$ cat config.mk
export PLATFORM = sky130hd
export DESIGN_NAME = shm_req_router
export DESIGN_NICKNAME = d
export VERILOG_FILES = /design/src/common/shm_pkg.sv /design/src/smem/shm_req_router.sv
export VERILOG_INCLUDE_DIRS = /design/src /design/src/common
export SDC_FILE = /design/constraint.sdc
export NUM_CORES = 1
export LEC_CHECK = 0
export ABC_AREA = 1
export BUFFER_PORTS_ARGS = -buffer_cell sky130_fd_sc_hd__clkbuf_2
export CORE_AREA = 4 4 102 104
export DETAILED_ROUTE_END_ITERATION = 10
export DIE_AREA = 0 0 106 108
export GPL_TIMING_DRIVEN = 0
export PLACE_DENSITY = 0.57
export SYNTH_ARGS = -nofsm -noshare
export SYNTH_HDL_FRONTEND = slang
export SYNTH_SLANG_ARGS = --single-unit
$ cat constraint.sdc
create_clock -name vclk -period 1.29
set_input_delay 0.129 -clock vclk [all_inputs]
set_output_delay 0.129 -clock vclk [all_outputs]
set_load 0.01 [all_outputs]
$ cat src/common/shm_config.svh
`ifndef SHM_CONFIG_SVH
`define SHM_CONFIG_SVH

// number of banks, kept a power of two so the bank field decodes cleanly
`define SHM_NUM_BANKS 4

// lines held by each bank
`define SHM_BANK_HEIGHT 128

// 32-bit words in one bank line
`define SHM_WORDS_PER_LINE 4

// width of the byte address on the request side
`define SHM_ADDR_WIDTH 32

// total capacity in bytes
// banks times lines times words times four bytes
`define SHM_SIZE_BYTES (`SHM_NUM_BANKS * `SHM_BANK_HEIGHT * `SHM_WORDS_PER_LINE * 4)

`endif

$ cat src/common/shm_pkg.sv
`include "shm_config.svh"

package shm_pkg;

	// field widths derived from the config
	localparam int SHM_BANK_BITS = $clog2(`SHM_NUM_BANKS);
	localparam int SHM_ROW_BITS = $clog2(`SHM_BANK_HEIGHT);
	localparam int SHM_WORD_BITS = $clog2(`SHM_WORDS_PER_LINE);
	// whatever is left above the row field
	localparam int SHM_UPPER_BITS =
		`SHM_ADDR_WIDTH - 2 - SHM_WORD_BITS - SHM_BANK_BITS - SHM_ROW_BITS;

	// address split for routing, low order fields last
	// word bits sit below bank bits, so consecutive lines interleave banks
	typedef struct packed {
		logic [SHM_UPPER_BITS-1:0] upper;
		logic [SHM_ROW_BITS-1:0] row;
		logic [SHM_BANK_BITS-1:0] bank;
		logic [SHM_WORD_BITS-1:0] word;
		logic [1:0] byte_off;
	} shm_addr_fields_t;

	// flat view for the range check, field view for routing
	typedef union packed {
		logic [`SHM_ADDR_WIDTH-1:0] flat;
		shm_addr_fields_t fields;
	} shm_addr_u;

	// request from the single requester
	typedef struct packed {
		logic write;
		shm_addr_u addr;
		logic [31:0] wdata;
		logic [3:0] be;
	} shm_req_t;

	// per-bank access, at most one enabled per cycle
	typedef struct packed {
		logic en;
		logic write;
		logic [SHM_ROW_BITS-1:0] row;
		logic [SHM_WORD_BITS-1:0] word;
		logic [31:0] wdata;
		logic [3:0] be;
	} shm_bank_req_t;

	// response status codes
	typedef enum logic [1:0] {
		OK = 2'd0,
		RANGE_ERR = 2'd1,
		ALIGN_ERR = 2'd2
	} shm_status_e;

	// routing info carried alongside the bank access
	typedef struct packed {
		logic valid;
		logic write;
		logic [SHM_BANK_BITS-1:0] bank;
		logic [SHM_WORD_BITS-1:0] word;
		shm_status_e status;
	} shm_tag_t;

	// response back to the requester
	typedef struct packed {
		logic [31:0] rdata;
		shm_status_e status;
		logic write;
	} shm_rsp_t;

endpackage

$ cat src/smem/shm_req_router.sv
`include "shm_config.svh"

// address decode and steering to the banks
// purely combinational, same cycle as the request
module shm_req_router import shm_pkg::*; (
	input logic req_valid,
	input shm_req_t req,
	output shm_bank_req_t [`SHM_NUM_BANKS-1:0] bank_req,
	output shm_tag_t tag
);

	logic range_err;
	logic align_err;
	shm_status_e status;

	// range check on the flat view
	// upper address bits are covered by this compare
	assign range_err = req.addr.flat >= `SHM_ADDR_WIDTH'(`SHM_SIZE_BYTES);

	// word accesses only, any low byte bit is misaligned
	assign align_err = |req.addr.fields.byte_off;

	// range error wins over alignment
	always_comb begin
		if (range_err) begin
			status = RANGE_ERR;
		end else if (align_err) begin
			status = ALIGN_ERR;
		end else begin
			status = OK;
		end
	end

	// tag for the collector
	// errors still get a tag so every request gets a response
	always_comb begin
		tag.valid = req_valid;
		tag.write = req.write;
		tag.bank = req.addr.fields.bank;
		tag.word = req.addr.fields.word;
		tag.status = status;
	end

	// fan out to the banks
	// payload goes to every bank, only the enable is decoded
	// no bank enabled for an erroneous request
	always_comb begin
		for (int i = 0; i < `SHM_NUM_BANKS; i++) begin
			bank_req[i].en = req_valid && (status == OK) &&
				(req.addr.fields.bank == SHM_BANK_BITS'(i));
			bank_req[i].write = req.write;
			bank_req[i].row = req.addr.fields.row;
			bank_req[i].word = req.addr.fields.word;
			bank_req[i].wdata = req.wdata;
			bank_req[i].be = req.be;
		end
	end

endmodule

# Word level (Yosys, flattened, before mapping)
# Cells that the tools add are included.
# totals
ff_bits	0
# classes
n_mux	2
n_reduce_logical	8
magnitude_cmp	1
eq_ne	3
# op_table
op	n
>= comparator 32 x 14 -> 1 bit (second input constant)	1
logical AND 1 bit	5
== test 2 bit (second input constant)	2
zero test 2 bit	2
2-to-1 mux 2 bit	2
== test 2 x 1 -> 1 bit (second input constant)	1
OR reduction 2 bit	1

# Depth between registers and ports, before layout
# Gate-level depths: netlist of the first run.
# logic_depth
word_depth	6
mapped_depth	5

# Least setup slack after synthesis of the first run
# Ideal clock, no wire load.
# synth_timing
path_type	input to output
start	in req[63] (netlist bit)
end	out bank_req[140] (netlist bit)
arrival_ps	703
t_required_ps	1161
path_slack_ps	458
path_buffers	0
cell_stages	5
cell_sequence	nor2_1 nand2_1 nor2_2 nand4_2 nor2_1
# synth_rtl
element	line	text
start, declared	shm_req_router.sv:7	input shm_req_t req,
end, declared	shm_req_router.sv:8	output shm_bank_req_t [`SHM_NUM_BANKS-1:0] bank_req,

==> results of run 1 <==
==> cells in the mapped netlist <==
cell type and count:
nand2_1 8, nand3_1 1, and2_1 1, inv_1 3, nor2_2 2, nand4_2 1, buf_4 191, nor3b_4 1
nor2_1 15
==> layer usage <==
layer  up-vias  part of all wire  GRT usage
li1        919                 -          -
met1       738              0.30    0.07466
met2       153              0.54     0.1612
met3         2              0.16    0.02328
met4         0            0.0029          0
met5         -                 0          0
==> layout make-up <==
| cell class | instances | area share |
|---|---|---|
| Inverter | 3 | 0.003923 |
| Tap cell | 133 | 0.05798 |
| Timing Repair Buffer | 220 | 0.3836 |
| Buffer | 191 | 0.4996 |
| Multi-Input combinational cell | 29 | 0.05493 |
==> metrics by stage <==
step           total power, mW    util  hold slack, ns  instance area (sq um)  instances
2_1_floorplan           0.6250       -          0.3498                   1587        223
3_3_place_gp            0.9693  0.2989          0.4490                   2854        576
3_5_place_dp            0.9744  0.2989          0.4471                   2854        576
4_1_cts                 0.9764  0.2989          0.4480                   2854        576
5_1_grt                  1.038  0.3006          0.4492                   2870        576
6_report                0.9622  0.3006          0.4462                   2870        576
==> power breakdown <==
group | total, mW | internal, mW | leakage [nW] | switching (mW)
Combinational | 0.962 | 0.592 | 1.91 | 0.370
Sequential | 0 | 0 | 0 | 0
Clock | 0 | 0 | 0 | 0
Total | 0.962 | 0.592 | 1.91 | 0.370
==> how the worst max path moves through the flow <==
| stage | endpoint | slack [ns] | cells after the start |
|---|---|---|---|
| 6_report | bank_req[140] | 0.15 | 7 |
| 3_5_place_dp | bank_req[140] | 0.06 | 7 |
| 5_1_grt | bank_req[140] | 0.04 | 7 |
| 3_3_place_gp | bank_req[140] | 0.07 | 7 |
| 4_1_cts | bank_req[140] | 0.06 | 7 |
| 2_1_floorplan | bank_req[140] | 0.46 | 5 |
==> cell families after synthesis <==
kind of cell | count (synthesis) | synth area share
simple gates | 29 | 0.08911
buf+inv | 194 | 0.9109
==> critical path: stages <==
cell and delay, ns:
clkbuf_2 0.08, nor2_1 0.13, nand2_1 0.10, nor2_4 0.16, nand4_4 0.11, nor2_1 0.14, clkbuf_2 0.16
==> what timing repair did <==
| action | in CTS | in global routing |
|---|---|---|
| setup endpoints to repair | 0 | 2 |
| buffers inserted | 0 | 0 |
| resized for setup | 0 | 3 |
==> metrics.md, run 1 <==
| Metric | Value |
|---|---|
| Outcome | `finished, final reports clean` |
| Largest net degree at the start of global routing | `6` |
| PortBufs | `220` |
| Height of the die | `between 100 and 150 um` |
| Total Wirelength | `5.210 mm` |
| Pwr per Cell Area | `~340 mW/mm^2` |
| PnR worst setup slack | `approximately 0.15 ns` |
| Core Area | `approximately 0.0095 sq mm` |
| Num sequential | `0` |
| Initial antenna violation count | `0` |
| Initial Util | `0.1661` |
| Post-DP HPWL | `5.032 mm` |
| First DRT Iteration DRCs | `54` |
| Multi-input gate area | `roughly 160 sq um` |
| YS warnings | `0` |
| Unrepaired setup endpoints after global routing | `no` |
| WS Path Type | `in -> out` |
| Share of cells above drive strength 1 | `0.9391` |
| Peak supply drop | `between 150 and 200 uV` |
| Layout clock buffers | `0` |
| Syn Inst Count | `approximately 220` |
| Hold buffers post-CTS | `0` |
| Diodes inserted | `0` |
| Total of max-cap violations | `0` |
| Top post-synthesis cells by area | `buf_4, nor2_1, nand2_1, nor3b_4, nand4_2` |
| Yosys cell types | `9` |
| Most common cell after layout, fill and taps aside | `clkbuf_2` |
| Via count | `between 1500 and 2000` |
| Final Hold Fails | `0` |
| Global router's overall resource usage | `0.07548` |
| Detailed Routing Iterations Pass 1 | `4` |
| Startpoint Class | `input pin` |
| Routed wire per std cell | `roughly 9.0 um` |
| Hold depth | `2` |
| Die Area | `0.01145 sq mm` |
| DRT antenna net count | `0` |
| Vias/cell | `between 3 and 4` |
| Nets | `515` |
| Worst setup path startpoint | `req[57]` |
| Final period util | `0.8801` |
| Worst Hold Class | `in -> out` |
| Mean area per synthesized cell | `a little over 7 sq um` |
| Min Tclk post-route | `approximately 1.1 ns` |
| Vias in the first global route | `around 1800` |
| Min-delay src | `req[28]` |
| Most frequent cells in the layout | `clkbuf_2, buf_4, nor2_1` |
| Die Wd | `~110 um` |
| GRT overflow | `0` |
| First-pass GRT wire length | `7.527 mm` |
| Area leader, netlist | `buf_4` |
| Worst setup EP type | `output port` |
| Reg area | `0 sq um` |
| # IOs | `266` |
| Drt drc | `0` |
| Synth-to-layout area growth | `80.91%` |
| Worst slew pin tran | `0.1798 ns` |
| Max-slew headroom | `0.8800` |
| Setup TNS | `0 ns` |
| F_max | `880.8 MHz` |
| Mapped Area | `roughly 0.0016 sq mm` |
| Pre-CTS setup slack | `just over 0.06 ns` |
| Net Count, Synth | `a little under 300` |
| Number of fillers in the final layout | `around 1100` |
| RePlAce Congestion | `approximately 0.63` |
| Final setup vio count | `0` |
| Slew Viols, Final | `0` |
| Pleak | `1.914 nW` |
| Sequential area share after synthesis | `0` |
| Hold EP | `bank_req[169]` |
| Critical path arrival | `a little over 1 ns` |
| Row count | `36` |
| Share of the synthesized area in the top cell type | `0.9038` |
| WP data required | `approximately 1.2 ns` |
| Critical Path Fanout Max | `4` |
No activity file was read; power rests on OpenSTA's default activity.
==> run 2, diff against run 1 <==
--- a/config.mk
+++ b/config.mk
@@ -9,9 +9,9 @@
 export ABC_AREA = 1
 export BUFFER_PORTS_ARGS = -buffer_cell sky130_fd_sc_hd__clkbuf_2
-export CORE_AREA = 4 4 102 104
+export CORE_AREA = 5 5 100 102
 export DETAILED_ROUTE_END_ITERATION = 10
-export DIE_AREA = 0 0 106 108
+export DIE_AREA = 0 0 105 107
 export GPL_TIMING_DRIVEN = 0
-export PLACE_DENSITY = 0.57
+export PLACE_DENSITY = 0.6
 export SYNTH_ARGS = -nofsm -noshare
 export SYNTH_HDL_FRONTEND = slang
==> constraint.sdc (replaced) <==
create_clock -name vclk -period 1.29
set_input_delay 0.129 -clock vclk [all_inputs]
set_output_delay 0.129 -clock vclk [all_outputs]
set_load 0.02 [all_outputs]
==> run 2 against run 1 <==
Effect of this change: via count decreased by 0.66%; non-clock buffer count unchanged; hold slack improved by 0.036 ns; die area decreased by 1.9%; first-iteration DRC count decreased by 54%; critical endpoint is now bank_req[46]; largest cell class unchanged; largest power group unchanged; highest routed layer unchanged.
==> metrics.md, run 2 (synthesis results as in run 1) <==
| Metric | Value |
|---|---|
| Height of the die | `107 um (-0.93%)` |
| Layout clock buffers | `0 (unchanged)` |
| Min Tclk post-route | `1.121 ns (-0.01418 ns)` |
| Critical path arrival | `0.99 ns (-0.02 ns)` |
| Slowest CP cell | `clkbuf_2` |
| WP data required | `1.16 ns (about the same)` |
| Global router's overall resource usage | `0.08227 (+0.006782)` |
| Most common cell after layout, fill and taps aside | `clkbuf_2` |
| Hold buffers post-CTS | `0 (unchanged)` |
| Most frequent cells in the layout | `clkbuf_2, buf_4, nor2_1` |
| Setup bufs post-CTS | `0 (unchanged)` |
| Initial antenna violation count | `0 (unchanged)` |
| Initial Util | `0.1759 (+0.009724)` |
| Core Area | `0.009021 sq mm (-5.5%)` |
| Total Wirelength | `5.472 mm (+5.0%)` |
| First DRT Iteration DRCs | `25 (-54%)` |
| DRT antenna net count | `0 (unchanged)` |
| Final Hold Fails | `0 (unchanged)` |
| Diodes inserted | `0 (unchanged)` |
| Max incr delay on CP | `0.18 ns (+0.02 ns)` |
| Row count | `35 (-2.8%)` |
| Slew Viols, Final | `0 (unchanged)` |
| Final period util | `0.8691 (-0.01099)` |
| Worst setup EP type | `output port` |
| Routed wire per std cell | `9.877 um (+9.2%)` |
| Worst Hold Class | `in -> out` |
| Num sequential | `0 (unchanged)` |
| Critical Path Fanout Max | `4 (unchanged)` |
| F_max | `892.0 MHz (+1.3%)` |
| Pleak | `1.907 nW (-0.38%)` |
| Buf/Inv on CP | `2 (unchanged)` |
| Total of max-cap violations | `0 (unchanged)` |
| Share of cells above drive strength 1 | `0.9391 (unchanged)` |
| WS Path Type | `in -> out` |
| Vias in the first global route | `1714 (-2.1%)` |
| Setup TNS | `0 ns (unchanged)` |
| Max-slew headroom | `0.8900 (+0.009962)` |
| Final setup vio count | `0 (unchanged)` |
| Crit-path cells | `clkbuf_2, nor2_1, nand2_1, nor2_2, nand4_2, nor2_2, clkbuf_2` |
| Die Wd | `105 um (-0.94%)` |
| Die Area | `0.01124 sq mm (-1.9%)` |
| Nets | `515 (unchanged)` |
| PortBufs | `220 (unchanged)` |
| Worst slew pin tran | `0.1658 ns (-0.01405 ns)` |
| Via count | `1800 (-0.66%)` |
| Total chip power | `1.201 mW (+25%)` |
| Reg area | `0 sq um (unchanged)` |
| Peak supply drop | `207.5 uV (+33%)` |
| Post-CTS sizing | `0 (unchanged)` |
| Startpoint Class | `input pin` |
| Post-DP HPWL | `5.356 mm (+6.4%)` |
| GRT overflow | `0 (unchanged)` |
| Synth-to-layout area growth | `78.31%` |
| Largest net degree at the start of global routing | `6 (unchanged)` |
| Unrepaired setup endpoints after global routing | `no` |
| First-pass GRT wire length | `8.017 mm (+6.5%)` |
| Top Family by Delay on Critical Path | `simple AND/OR/NAND/NOR gates` |
| Detailed Routing Iterations Pass 1 | `3 (-1)` |
| Vias/cell | `3.249 (+3.3%)` |
| Drt drc | `0 (unchanged)` |
| Pwr per Cell Area | `424.5 mW/mm^2 (+27%)` |
| Outcome | `finished, final reports clean` |
| # IOs | `266 (unchanged)` |
| RePlAce Congestion | `0.6872 (+9.0%)` |
run 2: cell type report:
class | instances | area [sq um]
Tap cell | 111 | 138.9
Fill cell | 991 | 6192
Inverter | 3 | 11.26
Timing Repair Buffer | 220 | 1101
Multi-Input combinational cell | 29 | 143.9
Buffer | 191 | 1434
run 2: per-stage QoR:
step / area [sq um] / setup WS (ns) / utilization / hold WS (ns) / instances
2_1_floorplan: 1587 / 0.3356 / - / 0.3706 / 223
3_3_place_gp: 2826 / 0.1104 / 0.3133 / 0.4855 / 554
3_5_place_dp: 2826 / 0.1151 / 0.3133 / 0.4841 / 554
4_1_cts: 2826 / 0.1089 / 0.3133 / 0.4842 / 554
5_1_grt: 2829 / 0.02501 / 0.3136 / 0.4879 / 554
6_report: 2829 / 0.1689 / 0.3136 / 0.4826 / 554
run 2: routing by layer:
metal  vias up  track usage  part of all wire
li1        919            -                 -
met1       734      0.07792              0.28
met2       145       0.1709              0.56
met3         2      0.03311              0.16
met4         0     0.003653            0.0027
met5         -            0                 0
run 2: power by group:
group | total [mW] | leakage (nW) | internal (mW) | switching (mW)
clock network | 0 | 0 | 0 | 0
logic | 1.20 | 1.91 | 0.592 | 0.609
registers | 0 | 0 | 0 | 0
run 2: final timing paths:
kind | start | end | slack, ns | cells after the start
max | req[63] | bank_req[46] | 0.17 | 7
min | req[16] | bank_req[16] | 0.48 | 2
