<file path="config.mk">
export PLATFORM = sky130hd
export DESIGN_NAME = shm_rsp_collector
export DESIGN_NICKNAME = d
export VERILOG_FILES = /design/src/common/shm_pkg.sv /design/src/smem/shm_rsp_collector.sv
export VERILOG_INCLUDE_DIRS = /design/src /design/src/common
export SDC_FILE = /design/constraint.sdc
export NUM_CORES = 1
export LEC_CHECK = 0
export ABC_AREA = 1
export BUFFER_PORTS_ARGS = -buffer_cell sky130_fd_sc_hd__buf_2
export CAP_MARGIN = 20
export CORE_AREA = 2 2 219 221
export DETAILED_ROUTE_END_ITERATION = 10
export DIE_AREA = 0 0 221 223
export PLACE_DENSITY = 0.43
export SLEW_MARGIN = 20
export SYNTH_ARGS = -nofsm -noshare
export SYNTH_HDL_FRONTEND = slang
export SYNTH_SLANG_ARGS = --single-unit
</file>
<file path="constraint.sdc">
create_clock -name clk -period 2 [get_ports clk]
set_input_delay 0.3 -clock clk [delete_from_list [all_inputs] [get_ports clk]]
set_output_delay 0.3 -clock clk [all_outputs]
set_load 0.05 [all_outputs]
</file>
<file path="src/common/shm_config.svh">
`ifndef SHM_CONFIG_SVH
`define SHM_CONFIG_SVH

// number of banks, kept a power of two so the bank field decodes cleanly
`define SHM_NUM_BANKS 4

// lines held by each bank
`define SHM_BANK_HEIGHT 128

// 32-bit words in one bank line
`define SHM_WORDS_PER_LINE 4

// width of the byte address on the request side
`define SHM_ADDR_WIDTH 32

// total capacity in bytes
// banks times lines times words times four bytes
`define SHM_SIZE_BYTES (`SHM_NUM_BANKS * `SHM_BANK_HEIGHT * `SHM_WORDS_PER_LINE * 4)

`endif

</file>
<file path="src/common/shm_pkg.sv">
`include "shm_config.svh"

package shm_pkg;

	// field widths derived from the config
	localparam int SHM_BANK_BITS = $clog2(`SHM_NUM_BANKS);
	localparam int SHM_ROW_BITS = $clog2(`SHM_BANK_HEIGHT);
	localparam int SHM_WORD_BITS = $clog2(`SHM_WORDS_PER_LINE);
	// whatever is left above the row field
	localparam int SHM_UPPER_BITS =
		`SHM_ADDR_WIDTH - 2 - SHM_WORD_BITS - SHM_BANK_BITS - SHM_ROW_BITS;

	// address split for routing, low order fields last
	// word bits sit below bank bits, so consecutive lines interleave banks
	typedef struct packed {
		logic [SHM_UPPER_BITS-1:0] upper;
		logic [SHM_ROW_BITS-1:0] row;
		logic [SHM_BANK_BITS-1:0] bank;
		logic [SHM_WORD_BITS-1:0] word;
		logic [1:0] byte_off;
	} shm_addr_fields_t;

	// flat view for the range check, field view for routing
	typedef union packed {
		logic [`SHM_ADDR_WIDTH-1:0] flat;
		shm_addr_fields_t fields;
	} shm_addr_u;

	// request from the single requester
	typedef struct packed {
		logic write;
		shm_addr_u addr;
		logic [31:0] wdata;
		logic [3:0] be;
	} shm_req_t;

	// per-bank access, at most one enabled per cycle
	typedef struct packed {
		logic en;
		logic write;
		logic [SHM_ROW_BITS-1:0] row;
		logic [SHM_WORD_BITS-1:0] word;
		logic [31:0] wdata;
		logic [3:0] be;
	} shm_bank_req_t;

	// response status codes
	typedef enum logic [1:0] {
		OK = 2'd0,
		RANGE_ERR = 2'd1,
		ALIGN_ERR = 2'd2
	} shm_status_e;

	// routing info carried alongside the bank access
	typedef struct packed {
		logic valid;
		logic write;
		logic [SHM_BANK_BITS-1:0] bank;
		logic [SHM_WORD_BITS-1:0] word;
		shm_status_e status;
	} shm_tag_t;

	// response back to the requester
	typedef struct packed {
		logic [31:0] rdata;
		shm_status_e status;
		logic write;
	} shm_rsp_t;

endpackage

</file>
<file path="src/smem/shm_rsp_collector.sv">
`include "shm_config.svh"

// response path, two register stages
// stage 1 aligns the tag with the registered bank lines
// stage 2 holds the selected word and status
module shm_rsp_collector import shm_pkg::*; (
	input logic clk,
	input logic reset,
	input shm_tag_t tag,
	input logic [`SHM_NUM_BANKS-1:0][`SHM_WORDS_PER_LINE-1:0][31:0] lines,
	output logic rsp_valid,
	output shm_rsp_t rsp
);

	shm_tag_t tag_q;
	logic [31:0] word_sel;
	logic [31:0] rdata;

	// stage 1, tag delayed to match the bank read latency
	always_ff @(posedge clk or posedge reset) begin
		if (reset) begin
			tag_q <= '0;
		end else begin
			tag_q <= tag;
		end
	end

	// pick the answering bank and the word within its line
	// lines of idle banks are stale but never selected
	assign word_sel = lines[tag_q.bank][tag_q.word];

	// data only for a clean read
	// writes and errors return zero
	always_comb begin
		if (!tag_q.write && (tag_q.status == OK)) begin
			rdata = word_sel;
		end else begin
			rdata = '0;
		end
	end

	// stage 2, response strobe
	always_ff @(posedge clk or posedge reset) begin
		if (reset) begin
			rsp_valid <= 1'b0;
		end else begin
			rsp_valid <= tag_q.valid;
		end
	end

	// stage 2, response payload
	// only loaded for a live tag, holds otherwise
	always_ff @(posedge clk) begin
		if (tag_q.valid) begin
			rsp.rdata <= rdata;
			rsp.status <= tag_q.status;
			rsp.write <= tag_q.write;
		end
	end

endmodule

</file>
## Yosys cells after proc, flatten, opt, wreduce, memory -nomap -nowiden

Cells that the tools add are included.

- Logic and storage cells: 18
- Bits in registers: 44
- Input port bits: 522
- Output and inout bits: 36

- Mux-type cells: 4
- Reduce and logical (&&, ||, !) cells: 3
- Magnitude comparators: 2

Operator list:

| cell | number |
|---|---|
| 128-bit binary-select mux with 2-bit select | 1 |
| 128-bit two-way mux | 1 |
| 32-bit binary-select mux with 2-bit select | 1 |
| 32-bit two-way mux | 1 |
| 2-bit by 3-bit < comparator with 1-bit output (second input constant) | 2 |
| 2-bit logical NOT | 1 |
| 1-bit logical AND | 1 |
| 1-bit logical NOT | 1 |

## Logic depth before layout (Yosys ltp)

Gate-level depths: netlist (run 1).

- Word-level depth: 4
- Gate-level depth with buffers: 10
- Gate-level depth less buffers: 7

## Least setup slack after synthesis (run 1)

Ideal clock, no wire load.

- Path kind: flip-flop to flip-flop
- Start point: register tag_q[4] in the netlist's numbering
- End point: register rsp[22] in the netlist's numbering (data pin)
- Library setup time: 270 ps
- Path buffers: 3
- Data required time: 1730 ps
- Clock period less this slack: 1412 ps
- Arrival time: 1141 ps
- Setup slack: 588 ps
- Stages on the path, launching flop included: 10
- Cells stage by stage: dfrtp_1 > buf_6 > inv_6 > buf_6 > buf_2 > nand2_1 > nand3_1 > nand3_1 > nand3_1 > a21oi_1

- Longest elaborated chain between the ends: 4

RTL lines:

| what | line | source |
|---|---|---|
| from (decl) | shm_rsp_collector.sv:15 | `shm_tag_t tag_q;` |
| from (signal assigned) | shm_rsp_collector.sv:24 | `tag_q <= tag;` |
| 128-bit binary-select mux with 2-bit select | shm_rsp_collector.sv:30 | `assign word_sel = lines[tag_q.bank][tag_q.word];` |
| 128-bit two-way mux (implied by the code) | shm_rsp_collector.sv:30 |  |
| 32-bit binary-select mux with 2-bit select | shm_rsp_collector.sv:30 |  |
| 32-bit two-way mux (implied by the code) | shm_rsp_collector.sv:30 |  |
| to (decl) | shm_rsp_collector.sv:12 | `output shm_rsp_t rsp` |

No other way between the ends. The select of a mux whose other input is x is not followed.
A chain may end at the register's enable or synchronous reset.

## Worst setup path after layout (run 1)

- Start point: register tag_q[4] in the netlist's numbering
- End point: register rsp[11] in the netlist's numbering (data pin)

The elaborated chain is that of the path after synthesis.

==> results, run 1 <==
- The H-tree was split into 2 levels.
- The number of placed I/O pins is around 560.
- The simple-gate share of the synthesized area is 0.589.
- By area the synthesized netlist is led by nand2_1 38%, nand3_1 21%, edfxtp_1 14%, inv_1 13%, buf_6 3.4%.
- The die area is 49300 µm².
- The critical path arrival is 1.93 ns.
- After detailed placement, the total cell area comes to ~11000 µm².
- Final hold analysis gives a worst-case slack of 0.0916 ns.
- Timing would allow up to 533 MHz.
- The clock edge transition at the registers on the reported setup and hold paths is approximately 0.08 ns.
- Summed over all cells, the static leakage comes to 7.20 nW.
- At the end of the flow the core is filled with cells to 0.240.
- The number of antenna-violating nets in the routed design is 0.
- The routed wire length per instance is 17.0 µm.
- For this configuration, the core starts out at a cell density of 0.162.
- The net count after synthesis is 2057.
- For this run, the slowest stage of the critical path takes 0.47 ns.
- The worst-case IR drop observed on VDD is 289 µV.
- The net count of the finished layout is approximately 2600.
- The worst setup slack before clock tree synthesis is -0.108 ns.
- After detailed routing, the total wire length is 45100 µm.
- The area share of xor/xnor cells in the synthesized design is 0.
- The synthesized area is 7630 µm².
- The number of cells produced by synthesis is 1535.
- The floorplan step set the die height to 223 µm.
- The compound-gate portion of the synthesized area was 0.0210.
- The share of the clock period used by the worst path is 0.937.
- The count of distinct cell types in the synthesized netlist is 17.
- The critical path is of the flip-flop to flip-flop type.
- The most repeated library cell on the critical path is nand3_1.
- Once placement completed, the tool counted placed cells totaling about 2600.
- The area of the core is between 40000 and 50000 µm².
- The initialized floorplan defines 80 standard-cell rows.
- The sum of net half-perimeters after detailed placement is approximately 36000 µm.
- The first detailed-routing pass ran for 7 iterations.
- The critical path's slowest cell is dfrtp_4.
- The maximum root-to-sink buffer count is 2.
- Walking the worst path, the cells encountered are buf_12, buf_12, nand2_1, nand3_1, nand3_1, nand3_1, a21oi_1.
- Once routing completed, OpenROAD measured the worst setup slack at 0.125 ns.
- The startpoint of the lowest-slack register-to-register path is tag_q[4]$_DFF_PP0_.
- The number of clock buffers added by TritonCTS is 5.
- The area share of the largest cell type after synthesis is 0.377.
- Of the total power, the clock network draws 0.257.
- The initial antenna violation count came to 2.
- Buffers placed on the I/O ports in this run total 557.
- The sum of negative setup slack is 0 ns.
- The congestion estimate from routability-driven global placement came to 0.933.
- The destination of the worst register-to-register timing path is rsp[11]$_SDFFCE_PN0P_.
- The final period demand of the worst path is 1.87 ns.
- For this run, the total global-route usage over all layers was measured as 0.175.
- The number of violations reported at the end of detailed-routing iteration 0 is 734.
- A synthesized cell averages 4.97 µm².
- The post-synthesis adder-cell area fraction is 0.
- The type of origin of the critical path is a flip-flop.
- The worst-margin pin slew is 0.538 ns.
- After detailed routing, the number of remaining DRC violations is 0.
- During synthesis, Yosys emitted a total of 0 warnings.
- The share of total power dissipated in combinational logic is 0.494.
- The maximum number of pins on one net before global-route repair is 71.
- The synthesis-stage register bit count is 44.
- In this run the horizontal extent of the chip is 221 µm.
- For this run, the register share of the synthesized area comes to 0.167.
- The first global-routing pass estimated ~66000 µm of wire.
- The start point of the critical path is tag_q[4]$_DFF_PP0_.
- The largest total area in the synthesized netlist belongs to nand2_1.
- The number of hold violations in the final report is 0.
- The capturing instance or port of the critical path is rsp[11]$_SDFFCE_PN0P_.
- In this run the power density over the cells is 368 nW/µm².
- The clock tree from TritonCTS is done.
- The internal power component is between 2 and 2.5 mW.
- The post-route total power is ~4.2 mW.
- The share of layout cells above drive strength 1 is 0.306.
- The synthesis-to-finish area growth is 48.5%.
- The sort of element at the end of the critical path is a flip-flop.
- The clock reaches the later pin of the worst-skew pair after slightly above 0.3 ns.
- The total grt overflow is 0.
- The number of max-slew violations in the final report is 0.
- The remaining max-slew budget at the tightest pin is 0.641.
- Of the total power, registers draw 0.249.
- For this run, the number of standard cells in the final layout without fillers is approximately 2700.
- Of all nets on the critical path, the largest fanout is 44.
- The worst hold path belongs to the class primary input to flip-flop.
- Setup repair after global routing left no endpoint under its margin.
- The flow ran to the end, and the final reports show no timing, DRC or antenna violations.
- Setup violations remaining at the end of the flow were counted as 0.
- The worst register-to-register path has a depth of 7.
- The number of global-route vias before repair is 11000.
- The detailed router placed 11200 vias in this run.
- The worst register-to-register path has a setup slack of 0.13 ns.
- After synthesis, the largest family of logic cells by area is simple AND/OR/NAND/NOR gates.
- The tool flagged a number of max-cap violations equal to 0.
- The top cell types in the final layout, fill and taps aside, are 766 x nand2_1, 557 x buf_2, 318 x nand3_1.
- For the worst setup path, the data required time is 2.05 ns.
- The CTS sink count is 44.
- The worst clock skew is 0.00827 ns.
- The share of total power consumed by net switching is 0.406.
- Summed over all nets, the switching power comes to around 1.7 mW.
- Of the post-synthesis cell area, the part taken by muxes is 0.
- The buffer cell driving the clock tree root is clkbuf_16.
- Leaving out fill and tap cells, the most frequent cell in the layout is nand2_1.
- The total non-filler cell area in the finished layout is 11300 µm².
- The per-cell via count in the routed design is 4.23.
## critical path, delay by kind of cell (launching register included)
family | cells | cell delay (ns)
and+or+nand+nor | 4 | 0.57
DFF | 1 | 0.47
AOI/OAI and AO/OA | 1 | 0.11
buffers and inverters | 2 | 0.44
## worst min path at each step
stage               startpoint                   to  slack (ns)  depth (start not counted)
finish                  tag[3]   tag_q[3]$_DFF_PP0_        0.09                          1
floorplan                reset  rsp_valid$_DFF_PP0_        0.13                          1
global route            tag[2]   tag_q[2]$_DFF_PP0_        0.07                          1
CTS                     tag[3]   tag_q[3]$_DFF_PP0_        0.07                          1
global placement         reset   tag_q[0]$_DFF_PP0_        0.30                          2
detailed placement       reset  rsp_valid$_DFF_PP0_        0.30                          2
## Yosys cell counts
master and n:
a21oi_1 32, buf_1 19, buf_12 4, buf_2 38
buf_4 3, buf_6 23, buf_8 1, clkbuf_1 21
dfrtp_1 9, edfxtp_1 35, inv_1 259, inv_2 1
inv_6 1, nand2_1 766, nand2_2 2, nand3_1 320
or3_1 1
## kinds of logic (layout without fill, tap and decap cells)
kind of cell	count (synthesis)	after routing
buffers and inverters	370	872
DFF	44	44
AOI/OAI and AO/OA	32	32
and+or+nand+nor	1089	1089
other	0	1
## power by group through the flow
| stage | Clock, mW | Sequential (mW) | Combinational (mW) |
|---|---|---|---|
| after floorplan | 0 | 1.12 | 1.01 |
| after global placement | 0 | 1.06 | 2.08 |
| after detailed placement | 0 | 1.06 | 2.07 |
| after CTS | 1.11 | 1.04 | 2.08 |
| after global routing | 1.15 | 1.04 | 2.31 |
| final | 1.07 | 1.04 | 2.06 |
## routing by layer
| metal | part of all wire | wire [µm] | GRT usage | up-vias |
|---|---|---|---|---|
| li1 | - | - | - | 5636 |
| met1 | 0.47 | 21200 | 0.241 | 5108 |
| met2 | 0.46 | 20700 | 0.289 | 440 |
| met3 | 0.057 | 2590 | 0.0254 | 29 |
| met4 | 0.015 | 684 | 0.0366 | 2 |
| met5 | 0.00029 | 13 | 0 | - |
## state kept, by name, indices dropped and copies added (netlist names)
signal and count:
rsp_valid 1, tag_q 8, rsp 35
## timing repair
action / in CTS / in global routing
gates resized for setup: 1 / 4
endpoints found under the hold margin: 9 / 0
gates cloned: 0 / 1
hold buffers: 1 / 0
setup buffers: 0 / 0
setup endpoints to repair: 1 / 6
## final cells by class
class | count | area, µm²
clock inverter | 3 | 45.0
inverter | 261 | 996
fill | 5594 | 35800
tap | 615 | 769
antenna | 1 | 2.50
clock buffer | 5 | 125
timing repair buffer | 603 | 3440
sequential | 44 | 1290
multi-input combinational | 1121 | 4670
Power figures use the tool's default switching activity.
==> inputs of run 2 (changes only) <==
Settings changed: BUFFER_PORTS_ARGS -buffer_cell sky130_fd_sc_hd__buf_2 to default, DONT_BUFFER_PORTS from default to 1, PLACE_DENSITY 0.43 to 0.33, SLEW_MARGIN 20 to default.
==> results, run 2 (synthesized netlist as in run 1, its figures left out) <==
- The critical path goes through inv_8, buf_12, buf_4, nand2_1, nand2_1, nand2_1, nand3_1, nand3_1, a21oi_2.
- The region available for standard cell placement spans 47100 µm².
- The longest clock path from root to sink contains 2 buffers.
- The most frequent standard cell in the layout excluding fill and tap cells is nand2_1.
- The critical path's slowest cell is dfrtp_4.
- Counting the fill cells in the layout gives 5678.
- Data on the critical path arrives at its endpoint at 2.02 ns.
- The type of origin of the critical path is a flip-flop.
- The net count of the finished layout is between 2000 and 2500.
- The number of cells on the worst hold path is 0.
- TritonCTS built the clock tree.
- For the finished layout, the period the worst path requires is 1.85 ns.
- In this run the power density over the cells is approximately 420 nW/µm².
- The buffer cell driving the clock tree root is clkbuf_16.
- The detailed-route wire length is 40900 µm.
- For hold timing, the worst endpoint is rsp[0]$_DFFE_PP_.
- The share of total power dissipated in combinational logic is 0.410.
- Adding up every negative setup slack in the final design gives 0 ns.
- The total non-filler cell area in the finished layout is 8610 µm².
- At the pin with the least slew margin, the transition time is 0.605 ns.
- IR analysis of the VDD net gives a maximum drop of between 200 and 300 µV.
- Summed over all nets, the switching power comes to 1.48 mW.
- The met2 routing resource usage after global routing is 0.257.
- The worst register-to-register path has a depth of 9.
- Buffers inserted during clock tree synthesis total 5.
- The register with the most flip-flops in the layout has 35 of them.
- Entering global routing, the biggest net connects 75 pins.
- The cell leakage power is 4.99 nW.
- The initial standard-cell utilization of the core is 0.162.
- The remaining max-slew budget at the tightest pin is 0.597.
- The internal portion of the total power is 2.13 mW.
- Setup repair after global routing could not meet its margin everywhere.
- The required time at the worst-slack endpoint is 2.17 ns.
- For this run, design rule violations remaining after detail routing come to 0.
- The destination of the worst register-to-register timing path is rsp[13]$_SDFFCE_PN0P_.
- The worst min-delay path startpoint is tag_q[6]$_DFF_PP0_.
- Across the run, the number of max-cap violations was 0.
- The synthesis-to-finish area growth is 12.8%.
- Of the total power, the clock network draws 0.282.
- Leaving out fill and tap cells, the most frequent cells in the layout are 765 x nand2_1, 317 x nand3_1, 257 x inv_1.
- The clock insertion delay at the later pin of the skew report is 0.31 ns.
- The global routing usage on met1 is 0.222.
- The share of layout cells above drive strength 1 is 0.0490.
- Once placement finished, the instance area stood at roughly 8300 µm².
- Ranked by flip-flop count, first place goes to rsp.
- The maximum frequency from static timing analysis is between 500 and 600 MHz.
- From bottom edge to top edge, the die measures 223 µm.
- The cell that appears most often on the critical path is nand2_1.
- The sort of element at the end of the critical path is a flip-flop.
- The startpoint-to-endpoint class of the critical path is flip-flop to flip-flop.
- On the final layout, the worst clock skew is 0.00978 ns.
- Routability-driven placement finished with a final weighted congestion of around 0.86.
- The worst hold-check slack is 0.454 ns.
- The die area is 49300 µm².
- The placement row count is 80.
- In this run, the number of DRC markers left after iteration 0 of detailed routing was 518.
- The per-cell via count in the routed design is about 4.4.
- The share of total power consumed by net switching is 0.411.
- The share of the core filled with cells in the final layout is 0.183.
- met2 is the most crowded layer.
- In the final layout, the registers with the most flip-flops are rsp: 35 flops, tag_q: 8 flops, rsp_valid: 1 flops.
- The worst setup slack before clock tree synthesis is 0.0797 ns.
- Once detailed placement completed, the half-perimeter wirelength came to 33500 µm.
- During I/O placement, the number of pins put on the boundary was 558.
- The clock edge transition at the registers on the reported setup and hold paths is 0.08 ns.
- The number of buffer cells added on primary ports is 0.
- The startpoint identified for the worst register-to-register timing path is tag_q[4]$_DFF_PP0_.
- The setup slack after layout is 0.151 ns.
- Dividing the final minimum period by the clock period gives 0.924.
- The all-layer global routing usage is 0.159.
- The number of global-route vias before repair is 9149.
- For met3 alone, demand over resource in global routing was 0.0281.
- The flow ran to the end, and the final reports show no timing, DRC or antenna violations.
- In this run the remaining antenna-violating nets after routing total 0.
- The routed wire length per instance is 19.4 µm.
- The initial antenna violation count is 3.
- The worst hold path belongs to the class flip-flop to flip-flop.
- The number of endpoints failing setup at the final stage is 0.
- The first global-routing pass estimated roughly 60000 µm of wire.
- The total number of vias is 9310.
- The share of total power dissipated in sequential elements is 0.308.
- The number of max-slew violations in the final report came to 0.
- In this run the number of H-tree levels came out at 2.
- The pre-antenna-repair detailed-routing pass consisted of 7 iterations.
- From left edge to right edge, the die measures about 220 µm.
- The worst reg-to-reg setup slack is 0.15 ns.
- The tree built by TritonCTS fans out to 44 sinks.
- The number of hold violations in the final report is 0.
- In this run the worst path has a maximum fanout of 44.
- The total grt overflow is 0.
- The delay of the slowest cell on the worst path is 0.54 ns.
[run 2: per-layer routing]
| layer | share of wire | vias up | routed length (µm) |
|---|---|---|---|
| li1 | - | 4542 | - |
| met1 | 0.48 | 4351 | 19600 |
| met2 | 0.45 | 391 | 18500 |
| met5 | 0.00032 | - | 13 |
| met3 | 0.057 | 24 | 2330 |
| met4 | 0.012 | 2 | 488 |
[run 2: metrics by stage]
stage / instances / total power [mW]
CTS: 2105 / 3.71
global placement: 2089 / 2.63
finish: 2107 / 3.61
floorplan: 1535 / 2.13
detailed placement: 2089 / 2.62
global route: 2106 / 3.91
[run 2: worst max-delay path by stage]
stage                             startpoint                     to  slack [ns]  depth (start not counted)
final                     tag_q[4]$_DFF_PP0_  rsp[13]$_SDFFCE_PN0P_        0.15                          9
after global routing      tag_q[4]$_DFF_PP0_  rsp[33]$_SDFFCE_PN0P_      -0.006                          8
after CTS                 tag_q[4]$_DFF_PP0_  rsp[25]$_SDFFCE_PN0P_        0.05                          8
after detailed placement  tag_q[4]$_DFF_PP0_  rsp[25]$_SDFFCE_PN0P_        0.08                          8
after global placement    tag_q[4]$_DFF_PP0_  rsp[25]$_SDFFCE_PN0P_        0.11                          7
after floorplan           tag_q[4]$_DFF_PP0_  rsp[22]$_SDFFCE_PN0P_        0.59                          9
[run 2: area by class of cell]
class,instances,area [µm²],area share
flip-flops and latches,44,1290,0.150
well taps,615,769,0.0893
inverters,261,990,0.115
repair buffers,57,712,0.0827
clock buffers,5,125,0.0145
clock inverters,3,46.3,0.00537
diodes,1,2.50,0.000291
multi-input cells,1121,4680,0.543
[run 2: critical path, delay by kind of cell (launching register included)]
kind            cells  cell delay [ns]
buf+inv             3             0.52
simple gates        5             0.42
flops               1             0.54
compound gates      1             0.21
[run 2: power groups by stage]
stage | clock network [mW] | logic, mW | registers [mW]
finish | 1.02 | 1.48 | 1.11
global route | 1.10 | 1.69 | 1.11
CTS | 1.09 | 1.51 | 1.11
detailed placement | 0 | 1.49 | 1.13
global placement | 0 | 1.50 | 1.13
floorplan | 0 | 1.01 | 1.12
[run 2: repair_timing]
| action | in CTS | in global routing |
|---|---|---|
| endpoints found under the hold margin | 16 | 1 |
| buffers inserted | 0 | 0 |
| endpoints found under the setup margin | 0 | 5 |
| hold buffers | 8 | 1 |
| gates resized for setup | 0 | 7 |
==> inputs of run 3 (changes only) <==
Settings changed: PLACE_DENSITY 0.33 to 0.39, REMOVE_ABC_BUFFERS from default to 1.
==> results, run 3 (synthesized netlist as in run 1, its figures left out) <==
- The flow ran to the end, and the final reports show no timing, DRC or antenna violations.
- The sort of element at the end of the critical path is a flip-flop.
- TritonCTS created 5 clock buffers.
- In this design, the critical path's most frequently occurring cell is nand2_1.
- In this run the worst setup path begins at tag_q[4]$_DFF_PP0_.
- After detailed routing, the number of remaining DRC violations is 0.
- The worst-margin pin slew is 0.616 ns.
- The layout filler cell count is 5596.
- The placer's final routability congestion estimate is 0.854.
- The CTS sink count is 44.
- Counting along the longest clock path gives a buffer depth of 2.
- The clock insertion delay at the later pin of the skew report is 0.33 ns.
- The tool flagged a number of max-cap violations equal to 0.
- The register with the most flip-flops in the layout has 35 of them.
- For this design the ratio of total power to cell area is roughly 400 nW/µm².
- The number of global-route vias before repair was 9093.
- The clock edge transition at the registers on the reported setup and hold paths is 0.08 ns.
- The cell leakage power is 4.93 nW.
- Entering global routing, the biggest net connects ~90 pins.
- The number of iterations in the first detailed-routing pass is 5.
- IR analysis of the VDD net gives a maximum drop of about 270 µV.
- Setup violations remaining at the end of the flow were counted as 0.
- The library cell used most frequently in the layout, excluding fill and tap cells, is nand2_1.
- In this run the worst path has a maximum fanout of 70.
- The routed wire length per instance is 15.8 µm.
- In this run the horizontal extent of the chip is around 220 µm.
- The detailed-route wire length is 33300 µm.
- The per-cell via count in the routed design is 4.34.
- TritonCTS built the clock tree.
- The first routing iteration left 443 violations.
- The first global-routing pass estimated 50600 µm of wire.
- The startpoint of the lowest-slack register-to-register path is tag_q[4]$_DFF_PP0_.
- The total grt overflow is 0.
- In this run the standard cell core region covers roughly 47000 µm².
- The total number of vias is 9132.
- The critical path arrival is 1.90 ns.
- The detail route stage leaves a number of antenna-violating nets equal to 0.
- The worst hold-check path type is primary input to async pin.
- The setup path with the least slack is of type flip-flop to flip-flop.
- Of the cells placed in the final design, the portion with a size suffix greater than 1 is 0.0450.
- In this run the vertical extent of the chip is between 200 and 250 µm.
- The top cell types in the final layout, fill and taps aside, are 766 x nand2_1, 320 x nand3_1, 257 x inv_1.
- The number of buffer cells added on primary ports is 0.
- The number of max-slew violations in the final report came to 0.
- The initial standard-cell utilization of the core is 0.162.
- CTS built an H-tree with a depth of 2.
- Detailed placement finished with a half-perimeter wire length of between 20000 and 30000 µm.
- The die area is 49300 µm².
- For this run, the top clock speed supported by timing is about 580 MHz.
- The worst setup path is launched from a flip-flop.
- The net count of the finished layout is between 2000 and 2500.
- The placement row count is 80.
- The required time at the worst-slack endpoint is 2.17 ns.
- The delay of the slowest cell on the worst path is 0.49 ns.
- The critical path's slowest cell is dfrtp_4.
- Setup repair after global routing left no endpoint under its margin.
- After routing, the total negative slack on setup checks comes to 0 ns.
- The post-route total power is 3.43 mW.
- The share of the clock period used by the worst path is 0.863.
- In the final layout, the registers with the most flip-flops are rsp: 35 flops, tag_q: 8 flops, rsp_valid: 1 flops.
- The initial antenna violation count is 4.
- The buffer cell driving the clock tree root is clkbuf_16.
- Compared with the post-synthesis result, the final layout area differs by 11.1%.
- The number of hold violations in the final report is 0.
- 558 I/O pins were placed.
- Walking the worst path, the cells encountered are buf_12, buf_4, nand2_1, nand2_1, nand2_1, nand3_1, nand3_1, a21oi_1.
- The worst clock skew is 0.0145 ns.
- The remaining max-slew budget at the tightest pin is 0.589.
- In the global route stage, overall resource usage came out at 0.131.
- The top register by number of flip-flops is rsp.
- The final period demand of the worst path is 1.73 ns.
run 3: cell types whose count changed in the layout (fill, tap and decap cells not counted), sizes merged:
cell / previous run / this run
clkbuf: 5 / 6
inv: 262 / 260
clkinv: 0 / 1
buf: 48 / 47
bufinv: 1 / 0
clkinvlp: 1 / 2
run 3: worst paths after layout:
check                                   endpoint  slack [ns]  cells after the start
max                        rsp[10]$_SDFFCE_PN0P_        0.27                      8
min                           tag_q[1]$_DFF_PP0_        0.40                      2
max reg2reg                rsp[10]$_SDFFCE_PN0P_        0.27                      8
min reg2reg                     rsp[1]$_DFFE_PP_        0.45                      0
max in group asynchronous     tag_q[4]$_DFF_PP0_        1.27                      2
min in group clk           rsp[13]$_SDFFCE_PN0P_        0.45                      6
run 3: stage by stage:
stage	hold WS [ns]	cells	utilization	worst slack, ns	cell area, µm²
final	0.402	2106	0.180	0.274	8480
after floorplan	0.128	1426	-	-4.90	6920
after global placement	0.210	2088	0.175	0.259	8230
after CTS	0.391	2105	0.180	0.212	8480
after global routing	0.411	2106	0.180	0.105	8480
after detailed placement	0.213	2088	0.175	0.228	8230
run 3: timing repair:
| item | 4_1_cts | 5_1_grt |
|---|---|---|
| buffers inserted | 0 | 0 |
| hold endpoints to repair | 17 | 0 |
| hold buffers | 9 | 0 |
| gates resized for setup | 0 | 0 |
run 3: critical path: cells and delay by family, from the launching register on:
kind	cells	cell delay, ns
compound gates	1	0.17
buf+inv	2	0.52
flops	1	0.49
simple gates	5	0.36
run 3: per-layer routing:
layer / global-route usage / up-vias / share of wire
met4: 0.0632 / 6 / 0.037
met1: 0.146 / 4114 / 0.40
met5: 0 / - / 0.0012
li1: - / 4539 / -
met3: 0.0282 / 67 / 0.064
met2: 0.236 / 406 / 0.50
run 3: cell type report:
class | instances | area [µm²] | area share
Tap cell | 615 | 769 | 0.0907
Inverter | 261 | 991 | 0.117
Timing Repair Buffer | 56 | 618 | 0.0729
Multi-Input combinational cell | 1121 | 4660 | 0.549
Sequential cell | 44 | 1290 | 0.152
Clock buffer | 6 | 139 | 0.0164
Antenna cell | 1 | 2.50 | 0.000295
Clock inverter | 2 | 15.0 | 0.00177
run 3: power breakdown:
part	switching [mW]	internal (mW)	total [mW]
Combinational	0.853	0.484	1.34
Sequential	0.0897	1.02	1.11
Clock	0.483	0.501	0.984
Total	1.43	2.01	3.43
